===== src/cr_pkg.sv =====
// Shared widths and register offsets for the control-register block; import into RTL and testbench
package cr_pkg;

    // ----------------------------------------------------------------------
    // Word and field widths
    // ----------------------------------------------------------------------

    // Core and fabric word size, also the address width
    parameter int CR_DATA_W  = 32;

    // Raw segment pattern per digit
    parameter int SEG7_W     = 8;
    parameter int LED_W      = 10;
    parameter int SWITCH_W   = 10;

    // Joystick ADC sample
    parameter int JOY_W      = 12;

    // PS/2 scan code
    parameter int KBD_CODE_W = 8;

    // Raster position, covers 800 columns and 525 lines
    parameter int VGA_POS_W  = 10;

    // ----------------------------------------------------------------------
    // Register map, byte offsets
    // ----------------------------------------------------------------------

    typedef enum logic [CR_DATA_W-1:0] {
        // Read/write, core side
        CR_SEG7_0       = 32'h0000_0000,
        CR_SEG7_1       = 32'h0000_0004,
        CR_SEG7_2       = 32'h0000_0008,
        CR_SEG7_3       = 32'h0000_000C,
        CR_SEG7_4       = 32'h0000_0010,
        CR_SEG7_5       = 32'h0000_0014,
        CR_LED          = 32'h0000_0018,
        CR_KBD_SCANF_EN = 32'h0000_001C,
        // Read-only, board side
        CR_BUTTON_0     = 32'h0000_0020,
        CR_BUTTON_1     = 32'h0000_0024,
        CR_SWITCH       = 32'h0000_0028,
        CR_JOYSTICK_X   = 32'h0000_002C,
        CR_JOYSTICK_Y   = 32'h0000_0030,
        CR_KBD_READY    = 32'h0000_0034,
        // Core read of this one pops the queue
        CR_KBD_DATA     = 32'h0000_0038,
        CR_VGA_X        = 32'h0000_003C,
        CR_VGA_Y        = 32'h0000_0040
    } cr_addr_e;

endpackage


===== src/cr_mem.sv =====
// Control registers shared by the core and the fabric; board I/O staging and keyboard pop
`timescale 1ns/1ns

module cr_mem (
    input  logic                            Clk,
    input  logic                            arst_n,

    // Core word port
    input  logic [cr_pkg::CR_DATA_W-1:0]    address,
    input  logic [cr_pkg::CR_DATA_W-1:0]    data,
    input  logic                            wren,
    input  logic                            rden,
    output logic [cr_pkg::CR_DATA_W-1:0]    q,

    // Fabric read port
    input  logic [cr_pkg::CR_DATA_W-1:0]    address_b,
    output logic [cr_pkg::CR_DATA_W-1:0]    q_b,

    // Raster position
    input  logic [cr_pkg::VGA_POS_W-1:0]    vga_x,
    input  logic [cr_pkg::VGA_POS_W-1:0]    vga_y,

    // Board inputs, asynchronous to Clk
    input  logic                            button_0,
    input  logic                            button_1,
    input  logic [cr_pkg::SWITCH_W-1:0]     switch,
    input  logic [cr_pkg::JOY_W-1:0]        joystick_x,
    input  logic [cr_pkg::JOY_W-1:0]        joystick_y,

    // Keyboard queue
    input  logic                            kbd_nonempty,
    input  logic [cr_pkg::KBD_CODE_W-1:0]   kbd_head,
    output logic                            kbd_pop,
    output logic                            kbd_scanf_en,

    // Display pins
    output logic [cr_pkg::SEG7_W-1:0]       seg7_0,
    output logic [cr_pkg::SEG7_W-1:0]       seg7_1,
    output logic [cr_pkg::SEG7_W-1:0]       seg7_2,
    output logic [cr_pkg::SEG7_W-1:0]       seg7_3,
    output logic [cr_pkg::SEG7_W-1:0]       seg7_4,
    output logic [cr_pkg::SEG7_W-1:0]       seg7_5,
    output logic [cr_pkg::LED_W-1:0]        led
);
    import cr_pkg::*;

    // Core-written display registers, then the middle output stage
    logic [SEG7_W-1:0]      seg7_wr [6];
    logic [SEG7_W-1:0]      seg7_p1 [6];
    logic [LED_W-1:0]       led_wr;
    logic [LED_W-1:0]       led_p1;

    // Synchronizer flops, s2 is the one read back
    logic                   button_0_s1, button_0_s2;
    logic                   button_1_s1, button_1_s2;
    logic [SWITCH_W-1:0]    switch_s1, switch_s2;
    logic [JOY_W-1:0]       joy_x_s1, joy_x_s2;
    logic [JOY_W-1:0]       joy_y_s1, joy_y_s2;

    // Raster sampled once
    logic [VGA_POS_W-1:0]   vga_x_r;
    logic [VGA_POS_W-1:0]   vga_y_r;

    logic [CR_DATA_W-1:0]   pre_q;
    logic [CR_DATA_W-1:0]   pre_q_b;

    // Read mux shared by both ports, every field zero-extended
    function automatic logic [CR_DATA_W-1:0] read_mux(input logic [CR_DATA_W-1:0] addr);
        logic [CR_DATA_W-1:0] word;
        word = '0;
        case (cr_addr_e'(addr))
            // Output registers read at the pin stage
            CR_SEG7_0       : word = CR_DATA_W'(seg7_0);
            CR_SEG7_1       : word = CR_DATA_W'(seg7_1);
            CR_SEG7_2       : word = CR_DATA_W'(seg7_2);
            CR_SEG7_3       : word = CR_DATA_W'(seg7_3);
            CR_SEG7_4       : word = CR_DATA_W'(seg7_4);
            CR_SEG7_5       : word = CR_DATA_W'(seg7_5);
            CR_LED          : word = CR_DATA_W'(led);
            CR_KBD_SCANF_EN : word = CR_DATA_W'(kbd_scanf_en);
            // Read-only board state
            CR_BUTTON_0     : word = CR_DATA_W'(button_0_s2);
            CR_BUTTON_1     : word = CR_DATA_W'(button_1_s2);
            CR_SWITCH       : word = CR_DATA_W'(switch_s2);
            CR_JOYSTICK_X   : word = CR_DATA_W'(joy_x_s2);
            CR_JOYSTICK_Y   : word = CR_DATA_W'(joy_y_s2);
            CR_KBD_READY    : word = CR_DATA_W'(kbd_nonempty);
            // Head is already zero when the queue is empty
            CR_KBD_DATA     : word = CR_DATA_W'(kbd_head);
            CR_VGA_X        : word = CR_DATA_W'(vga_x_r);
            CR_VGA_Y        : word = CR_DATA_W'(vga_y_r);
            default         : word = '0;
        endcase
        return word;
    endfunction

    // ----------------------------------------------------------------------
    // Core write decode
    // ----------------------------------------------------------------------
    always_ff @(posedge Clk or negedge arst_n) begin
        if (!arst_n) begin
            seg7_wr      <= '{default: '0};
            led_wr       <= '0;
            kbd_scanf_en <= 1'b0;
        end else if (wren) begin
            case (cr_addr_e'(address))
                CR_SEG7_0       : seg7_wr[0]   <= data[SEG7_W-1:0];
                CR_SEG7_1       : seg7_wr[1]   <= data[SEG7_W-1:0];
                CR_SEG7_2       : seg7_wr[2]   <= data[SEG7_W-1:0];
                CR_SEG7_3       : seg7_wr[3]   <= data[SEG7_W-1:0];
                CR_SEG7_4       : seg7_wr[4]   <= data[SEG7_W-1:0];
                CR_SEG7_5       : seg7_wr[5]   <= data[SEG7_W-1:0];
                CR_LED          : led_wr       <= data[LED_W-1:0];
                CR_KBD_SCANF_EN : kbd_scanf_en <= data[0];
                // Read-only and unmapped offsets drop the write
                default         : ;
            endcase
        end
    end

    // ----------------------------------------------------------------------
    // Output stages, inputs synchronizer, raster sample
    // ----------------------------------------------------------------------
    always_ff @(posedge Clk or negedge arst_n) begin
        if (!arst_n) begin
            seg7_p1     <= '{default: '0};
            led_p1      <= '0;
            seg7_0      <= '0;
            seg7_1      <= '0;
            seg7_2      <= '0;
            seg7_3      <= '0;
            seg7_4      <= '0;
            seg7_5      <= '0;
            led         <= '0;
            button_0_s1 <= 1'b0;
            button_0_s2 <= 1'b0;
            button_1_s1 <= 1'b0;
            button_1_s2 <= 1'b0;
            switch_s1   <= '0;
            switch_s2   <= '0;
            joy_x_s1    <= '0;
            joy_x_s2    <= '0;
            joy_y_s1    <= '0;
            joy_y_s2    <= '0;
            vga_x_r     <= '0;
            vga_y_r     <= '0;
        end else begin
            // Register -> p1 -> pin
            seg7_p1     <= seg7_wr;
            led_p1      <= led_wr;
            seg7_0      <= seg7_p1[0];
            seg7_1      <= seg7_p1[1];
            seg7_2      <= seg7_p1[2];
            seg7_3      <= seg7_p1[3];
            seg7_4      <= seg7_p1[4];
            seg7_5      <= seg7_p1[5];
            led         <= led_p1;
            // Two flops per board input
            button_0_s1 <= button_0;
            button_0_s2 <= button_0_s1;
            button_1_s1 <= button_1;
            button_1_s2 <= button_1_s1;
            switch_s1   <= switch;
            switch_s2   <= switch_s1;
            joy_x_s1    <= joystick_x;
            joy_x_s2    <= joy_x_s1;
            joy_y_s1    <= joystick_y;
            joy_y_s2    <= joy_y_s1;
            vga_x_r     <= vga_x;
            vga_y_r     <= vga_y;
        end
    end

    // ----------------------------------------------------------------------
    // Read ports
    // ----------------------------------------------------------------------

    // Core result is zero unless rden, fabric reads every cycle
    always_comb begin
        pre_q   = rden ? read_mux(address) : '0;
        pre_q_b = read_mux(address_b);
    end

    always_ff @(posedge Clk or negedge arst_n) begin
        if (!arst_n) begin
            q   <= '0;
            q_b <= '0;
        end else begin
            q   <= pre_q;
            q_b <= pre_q_b;
        end
    end

    // Only a core data read pops, never the fabric
    assign kbd_pop = rden && (address == CR_KBD_DATA) && kbd_nonempty;

endmodule


===== src/cr_top.sv =====
// Board-level control-register subsystem; connects the register block, keyboard queue and raster counter
`timescale 1ns/1ns

module cr_top #(
    parameter int KBD_DEPTH = 4,
    parameter int H_TOTAL   = 800,
    parameter int V_TOTAL   = 525
) (
    input  logic                            Clk,
    input  logic                            arst_n,

    // Core word port
    input  logic [cr_pkg::CR_DATA_W-1:0]    address,
    input  logic [cr_pkg::CR_DATA_W-1:0]    data,
    input  logic                            wren,
    input  logic                            rden,
    output logic [cr_pkg::CR_DATA_W-1:0]    q,

    // Fabric read port
    input  logic [cr_pkg::CR_DATA_W-1:0]    address_b,
    output logic [cr_pkg::CR_DATA_W-1:0]    q_b,

    // Board inputs
    input  logic                            button_0,
    input  logic                            button_1,
    input  logic [cr_pkg::SWITCH_W-1:0]     switch,
    input  logic [cr_pkg::JOY_W-1:0]        joystick_x,
    input  logic [cr_pkg::JOY_W-1:0]        joystick_y,

    // Scan-code stream
    input  logic [cr_pkg::KBD_CODE_W-1:0]   kbd_code,
    input  logic                            kbd_valid,
    output logic                            kbd_in_ready,

    // Pins
    output logic [cr_pkg::SEG7_W-1:0]       seg7_0,
    output logic [cr_pkg::SEG7_W-1:0]       seg7_1,
    output logic [cr_pkg::SEG7_W-1:0]       seg7_2,
    output logic [cr_pkg::SEG7_W-1:0]       seg7_3,
    output logic [cr_pkg::SEG7_W-1:0]       seg7_4,
    output logic [cr_pkg::SEG7_W-1:0]       seg7_5,
    output logic [cr_pkg::LED_W-1:0]        led,
    output logic                            hsync,
    output logic                            vsync
);
    import cr_pkg::*;

    logic [VGA_POS_W-1:0]   vga_x;
    logic [VGA_POS_W-1:0]   vga_y;
    logic                   kbd_nonempty;
    logic [KBD_CODE_W-1:0]  kbd_head;
    logic                   kbd_pop;
    logic                   kbd_scanf_en;

    cr_mem cr_mem_inst (
        .Clk          (Clk),
        .arst_n       (arst_n),
        .address      (address),
        .data         (data),
        .wren         (wren),
        .rden         (rden),
        .q            (q),
        .address_b    (address_b),
        .q_b          (q_b),
        .vga_x        (vga_x),
        .vga_y        (vga_y),
        .button_0     (button_0),
        .button_1     (button_1),
        .switch       (switch),
        .joystick_x   (joystick_x),
        .joystick_y   (joystick_y),
        .kbd_nonempty (kbd_nonempty),
        .kbd_head     (kbd_head),
        .kbd_pop      (kbd_pop),
        .kbd_scanf_en (kbd_scanf_en),
        .seg7_0       (seg7_0),
        .seg7_1       (seg7_1),
        .seg7_2       (seg7_2),
        .seg7_3       (seg7_3),
        .seg7_4       (seg7_4),
        .seg7_5       (seg7_5),
        .led          (led)
    );

    // Queue steered by the register block
    kbd_fifo #(
        .KBD_DEPTH (KBD_DEPTH)
    ) kbd_fifo_inst (
        .Clk          (Clk),
        .arst_n       (arst_n),
        .kbd_code     (kbd_code),
        .kbd_valid    (kbd_valid),
        .kbd_in_ready (kbd_in_ready),
        .kbd_scanf_en (kbd_scanf_en),
        .kbd_pop      (kbd_pop),
        .kbd_nonempty (kbd_nonempty),
        .kbd_head     (kbd_head)
    );

    vga_counter #(
        .H_TOTAL (H_TOTAL),
        .V_TOTAL (V_TOTAL)
    ) vga_counter_inst (
        .Clk    (Clk),
        .arst_n (arst_n),
        .vga_x  (vga_x),
        .vga_y  (vga_y),
        .hsync  (hsync),
        .vsync  (vsync)
    );

endmodule


===== src/kbd_fifo.sv =====
// Scan-code queue between the PS/2 side and the control registers; push by valid/ready, pop by core read
`timescale 1ns/1ns

module kbd_fifo #(
    parameter int KBD_DEPTH = 4
) (
    input  logic                            Clk,
    input  logic                            arst_n,
    input  logic [cr_pkg::KBD_CODE_W-1:0]   kbd_code,
    input  logic                            kbd_valid,
    output logic                            kbd_in_ready,
    input  logic                            kbd_scanf_en,
    input  logic                            kbd_pop,
    output logic                            kbd_nonempty,
    output logic [cr_pkg::KBD_CODE_W-1:0]   kbd_head
);
    import cr_pkg::*;

    localparam int PTR_W = $clog2(KBD_DEPTH);
    localparam int CNT_W = $clog2(KBD_DEPTH + 1);

    // Storage, pointers wrap on their own at a power-of-two depth
    logic [KBD_CODE_W-1:0]  mem [KBD_DEPTH];
    logic [PTR_W-1:0]       wr_ptr;
    logic [PTR_W-1:0]       rd_ptr;
    logic [CNT_W-1:0]       count;
    logic                   full;
    logic                   push;
    logic                   pop;

    assign full         = (count == CNT_W'(KBD_DEPTH));
    assign kbd_nonempty = (count != '0);

    // Gate on enable only at the input, queued codes stay after disable
    assign kbd_in_ready = kbd_scanf_en && !full;
    assign push         = kbd_valid && kbd_in_ready;
    assign pop          = kbd_pop && kbd_nonempty;

    // Zero head when empty so a data read returns 0
    assign kbd_head = kbd_nonempty ? mem[rd_ptr] : '0;

    always_ff @(posedge Clk) begin
        if (push) begin
            mem[wr_ptr] <= kbd_code;
        end
    end

    always_ff @(posedge Clk or negedge arst_n) begin
        if (!arst_n) begin
            wr_ptr <= '0;
            rd_ptr <= '0;
            count  <= '0;
        end else begin
            if (push) begin
                wr_ptr <= wr_ptr + 1'b1;
            end
            if (pop) begin
                rd_ptr <= rd_ptr + 1'b1;
            end
            // Push and pop together leave the count alone
            case ({push, pop})
                2'b10   : count <= count + 1'b1;
                2'b01   : count <= count - 1'b1;
                default : ;
            endcase
        end
    end

endmodule


===== src/vga_counter.sv =====
// Raster position generator; feeds the VGA position registers and the sync pins
`timescale 1ns/1ns

module vga_counter #(
    parameter int H_TOTAL = 800,
    parameter int V_TOTAL = 525
) (
    input  logic                            Clk,
    input  logic                            arst_n,
    output logic [cr_pkg::VGA_POS_W-1:0]    vga_x,
    output logic [cr_pkg::VGA_POS_W-1:0]    vga_y,
    output logic                            hsync,
    output logic                            vsync
);
    import cr_pkg::*;

    // Sync pulse lengths at the end of the line and frame
    localparam int HSYNC_LEN = 96;
    localparam int VSYNC_LEN = 2;

    logic x_wrap;
    logic y_wrap;

    assign x_wrap = (vga_x == VGA_POS_W'(H_TOTAL - 1));
    assign y_wrap = (vga_y == VGA_POS_W'(V_TOTAL - 1));

    always_ff @(posedge Clk or negedge arst_n) begin
        if (!arst_n) begin
            vga_x <= '0;
            vga_y <= '0;
        end else begin
            vga_x <= x_wrap ? '0 : vga_x + 1'b1;
            // Line advances on the column wrap
            if (x_wrap) begin
                vga_y <= y_wrap ? '0 : vga_y + 1'b1;
            end
        end
    end

    // Active low, idle high at position 0
    assign hsync = !(vga_x >= VGA_POS_W'(H_TOTAL - HSYNC_LEN));
    assign vsync = !(vga_y >= VGA_POS_W'(V_TOTAL - VSYNC_LEN));

endmodule

===== config.mk =====
export PLATFORM = sky130hd
export DESIGN_NAME = cr_top
export DESIGN_NICKNAME = d
export VERILOG_FILES = /design/src/cr_pkg.sv /design/src/cr_mem.sv /design/src/cr_top.sv /design/src/kbd_fifo.sv /design/src/vga_counter.sv
export SDC_FILE = /design/constraint.sdc
export NUM_CORES = 1
export LEC_CHECK = 0
export BUFFER_PORTS_ARGS = -buffer_cell sky130_fd_sc_hd__buf_4
export CAP_MARGIN = 25
export CORE_MARGIN = 1.5
export CORE_UTILIZATION = 45
export DETAILED_ROUTE_END_ITERATION = 10
export PLACE_DENSITY = 0.67
export SYNTH_ARGS = -nofsm -noshare
export SYNTH_HDL_FRONTEND = slang
export SYNTH_SLANG_ARGS = --single-unit

===== constraint.sdc =====
create_clock -name Clk -period 4.2 [get_ports Clk]
set_clock_uncertainty 0.1 [all_clocks]
set_input_delay 0.63 -clock Clk [delete_from_list [all_inputs] [get_ports Clk]]
set_output_delay 0.63 -clock Clk [all_outputs]
set_load 0.005 [all_outputs]

==> impl_results.md <==
* Status: completed
* # rows at 63
* Setup bufs post-CTS at 0
* Fin crit share at approximately 66%
* Clock sinks at 350
* Yosys top cell area share at 59.3%
* Routed len/inst at about 25 um
* R2R setup slack at 1.65 ns
* Drt first pass iters at 8
* Routed WL at 39600 um
* Combinational share of power at ~6.7%
* Final GP Congestion at 0.966
* Fmax at 0.361 GHz
* H-tree depth at 2
* Post-synth top flop: dfrtp_1
* Register area share after synthesis at 66.5%
* Count leader, synth: dfrtp_1
* Die area at 0.0309 mm^2
* Total GRT Usage at about a quarter
* Ranking of synthesized cells by area: dfrtp_1 59%, edfxtp_1 7.2%, mux2_1 4.4%
* Mean Syn Cell Area at 14.6 um^2
* HP Class: in2async
* Cts hold-fix bufs at 0
* Die width at 176 um
* WP data required at 4.52 ns
* Cells on worst reg2reg path at 5
* Distinct cells, synth at 77
* # port buffers at 207
* Core Util, Final at 56.2%
* Height of the die at roughly 180 um
* Hold slack at 0.0876 ns
* Worst Setup SP: address[21]
* Worst Setup EP: kbd_fifo_inst.count[2]$_DFFE_PN0P_
* Post-Synthesis Cells at 922
* TritonCTS clock tree: done
* Setup TNS at 0 ns
* Largest net degree at the start of global routing at 120
* DRC at 0
* Async SR Flop Fraction at 90.9%
* Placed wire-length estimate at 28700 um
* First-pass GRT wire length at roughly 57000 um
* Vias per Instance at 5.70
* Reg2reg start: kbd_fifo_inst.rd_ptr[0]$_DFFE_PN0P_
* Post-synthesis register bit count at 350
* Initial Util at a little under half
* Tmin final at 2.77 ns
* Area leader, netlist: dfrtp_1
* Core Area at 0.0295 mm^2
* EDFF count, synth at 32
* Endpoint class of the critical path: flop
* Max cap viols at 0
* Final Slew Violations at 0
* Pwr dens at 433 mW/mm^2
* Lkg Pwr at 7.82 nW
* R2R Path End: cr_mem_inst.q_b[4]$_DFF_PN0_
* Clock power frac at 43.2%
* Critical Path AT at 3.10 ns
* CP startpoint kind: input port
* Switching Fraction at between 20% and 30%
* Vias in the first global route at 8802
* Vias after detailed routing at around 9000
* Share of cells above drive strength 1 at roughly 29%
* Final net count at 1318
* RSZ-0062 raised after global routing: no
* Final Setup Violations at 0
* Largest vdd supply drop at 305 uV
* Sw Pwr at approximately 1.6 mW
* Register share of total power at between 50 and 60%
* Mapped Area at 0.0134 mm^2
* Initial antenna violation count at 1
* Ports at 270
* Area Overhead vs Synth at 23.5%
* Slew HR at 28.4%
* Clock root cell: clkbuf_16
* Clock Tree Buf Depth at 3
* Crit Path Category: in2reg
* Top post-synthesis cells by count: 318 x dfrtp_1, 53 x mux2_1, 51 x nand2_1, 41 x buf_4, 36 x nor2_1
* Worst Tran Pin Value at 1.06 ns
* Clock transition at path regs at around 0.06 ns
* Critical Path Fanout Max at 3
* Post-CTS Resized at 0
* Worst-Skew Late Latency at 0.52 ns
* Synthesis warning total at 0
* Final Hold Viols at 0
* Design internal power at 5.56 mW
* Routed Antenna Nets at 0
* Congestion Overflow GR at 0
* Initial DRC count at 798
* Num CTS Buffers at 37
## cells by family (layout without fill, tap and decap cells)
group                      after synthesis  in the layout  synth area share (%)
DFF                                    350            350                  66.5
muxes                                   82             82                  7.83
adders and majority gates               10             10                 0.988
buffers and inverters                   84            311                  3.71
xor gates and xnor gates                19             19                  1.24
other                                    1             41                0.0279
AOI/OAI and AO/OA                      160            160                  9.19
and+or+nand+nor                        216            216                  10.6
## power by group through the flow
stage	sequential [mW]	combinational, mW	clock (mW)
after floorplan	3.64	0.234	0
after global placement	3.65	0.472	0
after detailed placement	3.66	0.480	0
after CTS	3.60	0.483	3.17
after global routing	3.60	0.526	3.31
final	3.60	0.480	3.10
## placed cells by master (no fill, tap or decap), drive strengths merged, types with 24 or more instances in the layout
| master | synthesis | layout |
|---|---|---|
| buf | 60 | 235 |
| clkbuf | 12 | 46 |
| mux2 | 64 | 64 |
| o21ai | 24 | 24 |
| conb | 1 | 40 |
| edfxtp | 32 | 32 |
| dfrtp | 318 | 318 |
| nor2 | 38 | 38 |
| nand2 | 52 | 52 |
| a22oi | 28 | 28 |
## critical path, stage by stage
cell	delay (ns)
buf_4	0.11
nor4_2	0.31
nand4_2	0.23
nor4_2	0.42
and3_1	0.28
ha_1	0.22
inv_1	0.07
fa_1	0.40
xor2_1	0.15
nor2_1	0.11
xor2_1	0.16
## worst min path at each step
stage	startpoint	endpoint	slack [ns]	depth (start not counted)
final	arst_n	cr_mem_inst.seg7_p1[46]$_DFF_PN0_	0.09	1
after global routing	joystick_y[2]	cr_mem_inst.joy_y_s1[2]$_DFF_PN0_	0.11	1
after CTS	joystick_x[7]	cr_mem_inst.joy_x_s1[7]$_DFF_PN0_	0.11	1
after detailed placement	cr_mem_inst.led_p1[3]$_DFF_PN0_	cr_mem_inst.led[3]$_DFF_PN0_	0.23	0
after global placement	cr_mem_inst.led_p1[9]$_DFF_PN0_	cr_mem_inst.led[9]$_DFF_PN0_	0.23	0
after floorplan	arst_n	cr_mem_inst.button_0_s1$_DFF_PN0_	0.23	0
## metal layers
metal	global-route usage, %	share of wire [%]	routed length, um	up-vias
met5	0	0	0	-
met1	36.2	41	16400	4562
met3	5.61	9.7	3820	76
met4	7.87	2.9	1170	0
li1	-	-	-	3852
met2	40.2	46	18200	507
## registers in the layout (all words and copies together), names as in the netlist, 12 cells and up
signal / flops
cr_mem_inst.joy_x_s2: 12
cr_mem_inst.joy_x_s1: 12
cr_mem_inst.q_b: 12
kbd_fifo_inst.mem: 32
cr_mem_inst.seg7_wr: 48
cr_mem_inst.seg7_p1: 48
cr_mem_inst.joy_y_s2: 12
cr_mem_inst.q: 12
cr_mem_inst.joy_y_s1: 12
## area by class of cell
class                           instances  area, um^2
Fill cell                            2383       12900
Clock inverter                         18         179
Timing Repair Buffer                  235        1780
Inverter                               12        45.0
Tap cell                              390         488
Multi-Input combinational cell        527        4180
Clock buffer                           46         980
Sequential cell                       350        8920
Antenna cell                            1        2.50
## through the flow
step                cells  total power [mW]  setup slack [ns]  area, um^2
global route         1579              7.45              1.25       16600
CTS                  1578              7.25              1.44       16600
floorplan             961              3.87              1.14       13600
detailed placement   1514              4.14             0.932       15400
global placement     1514              4.12             0.962       15400
finish               1579              7.17              1.43       16600
(Power assumes the default switching activity.)
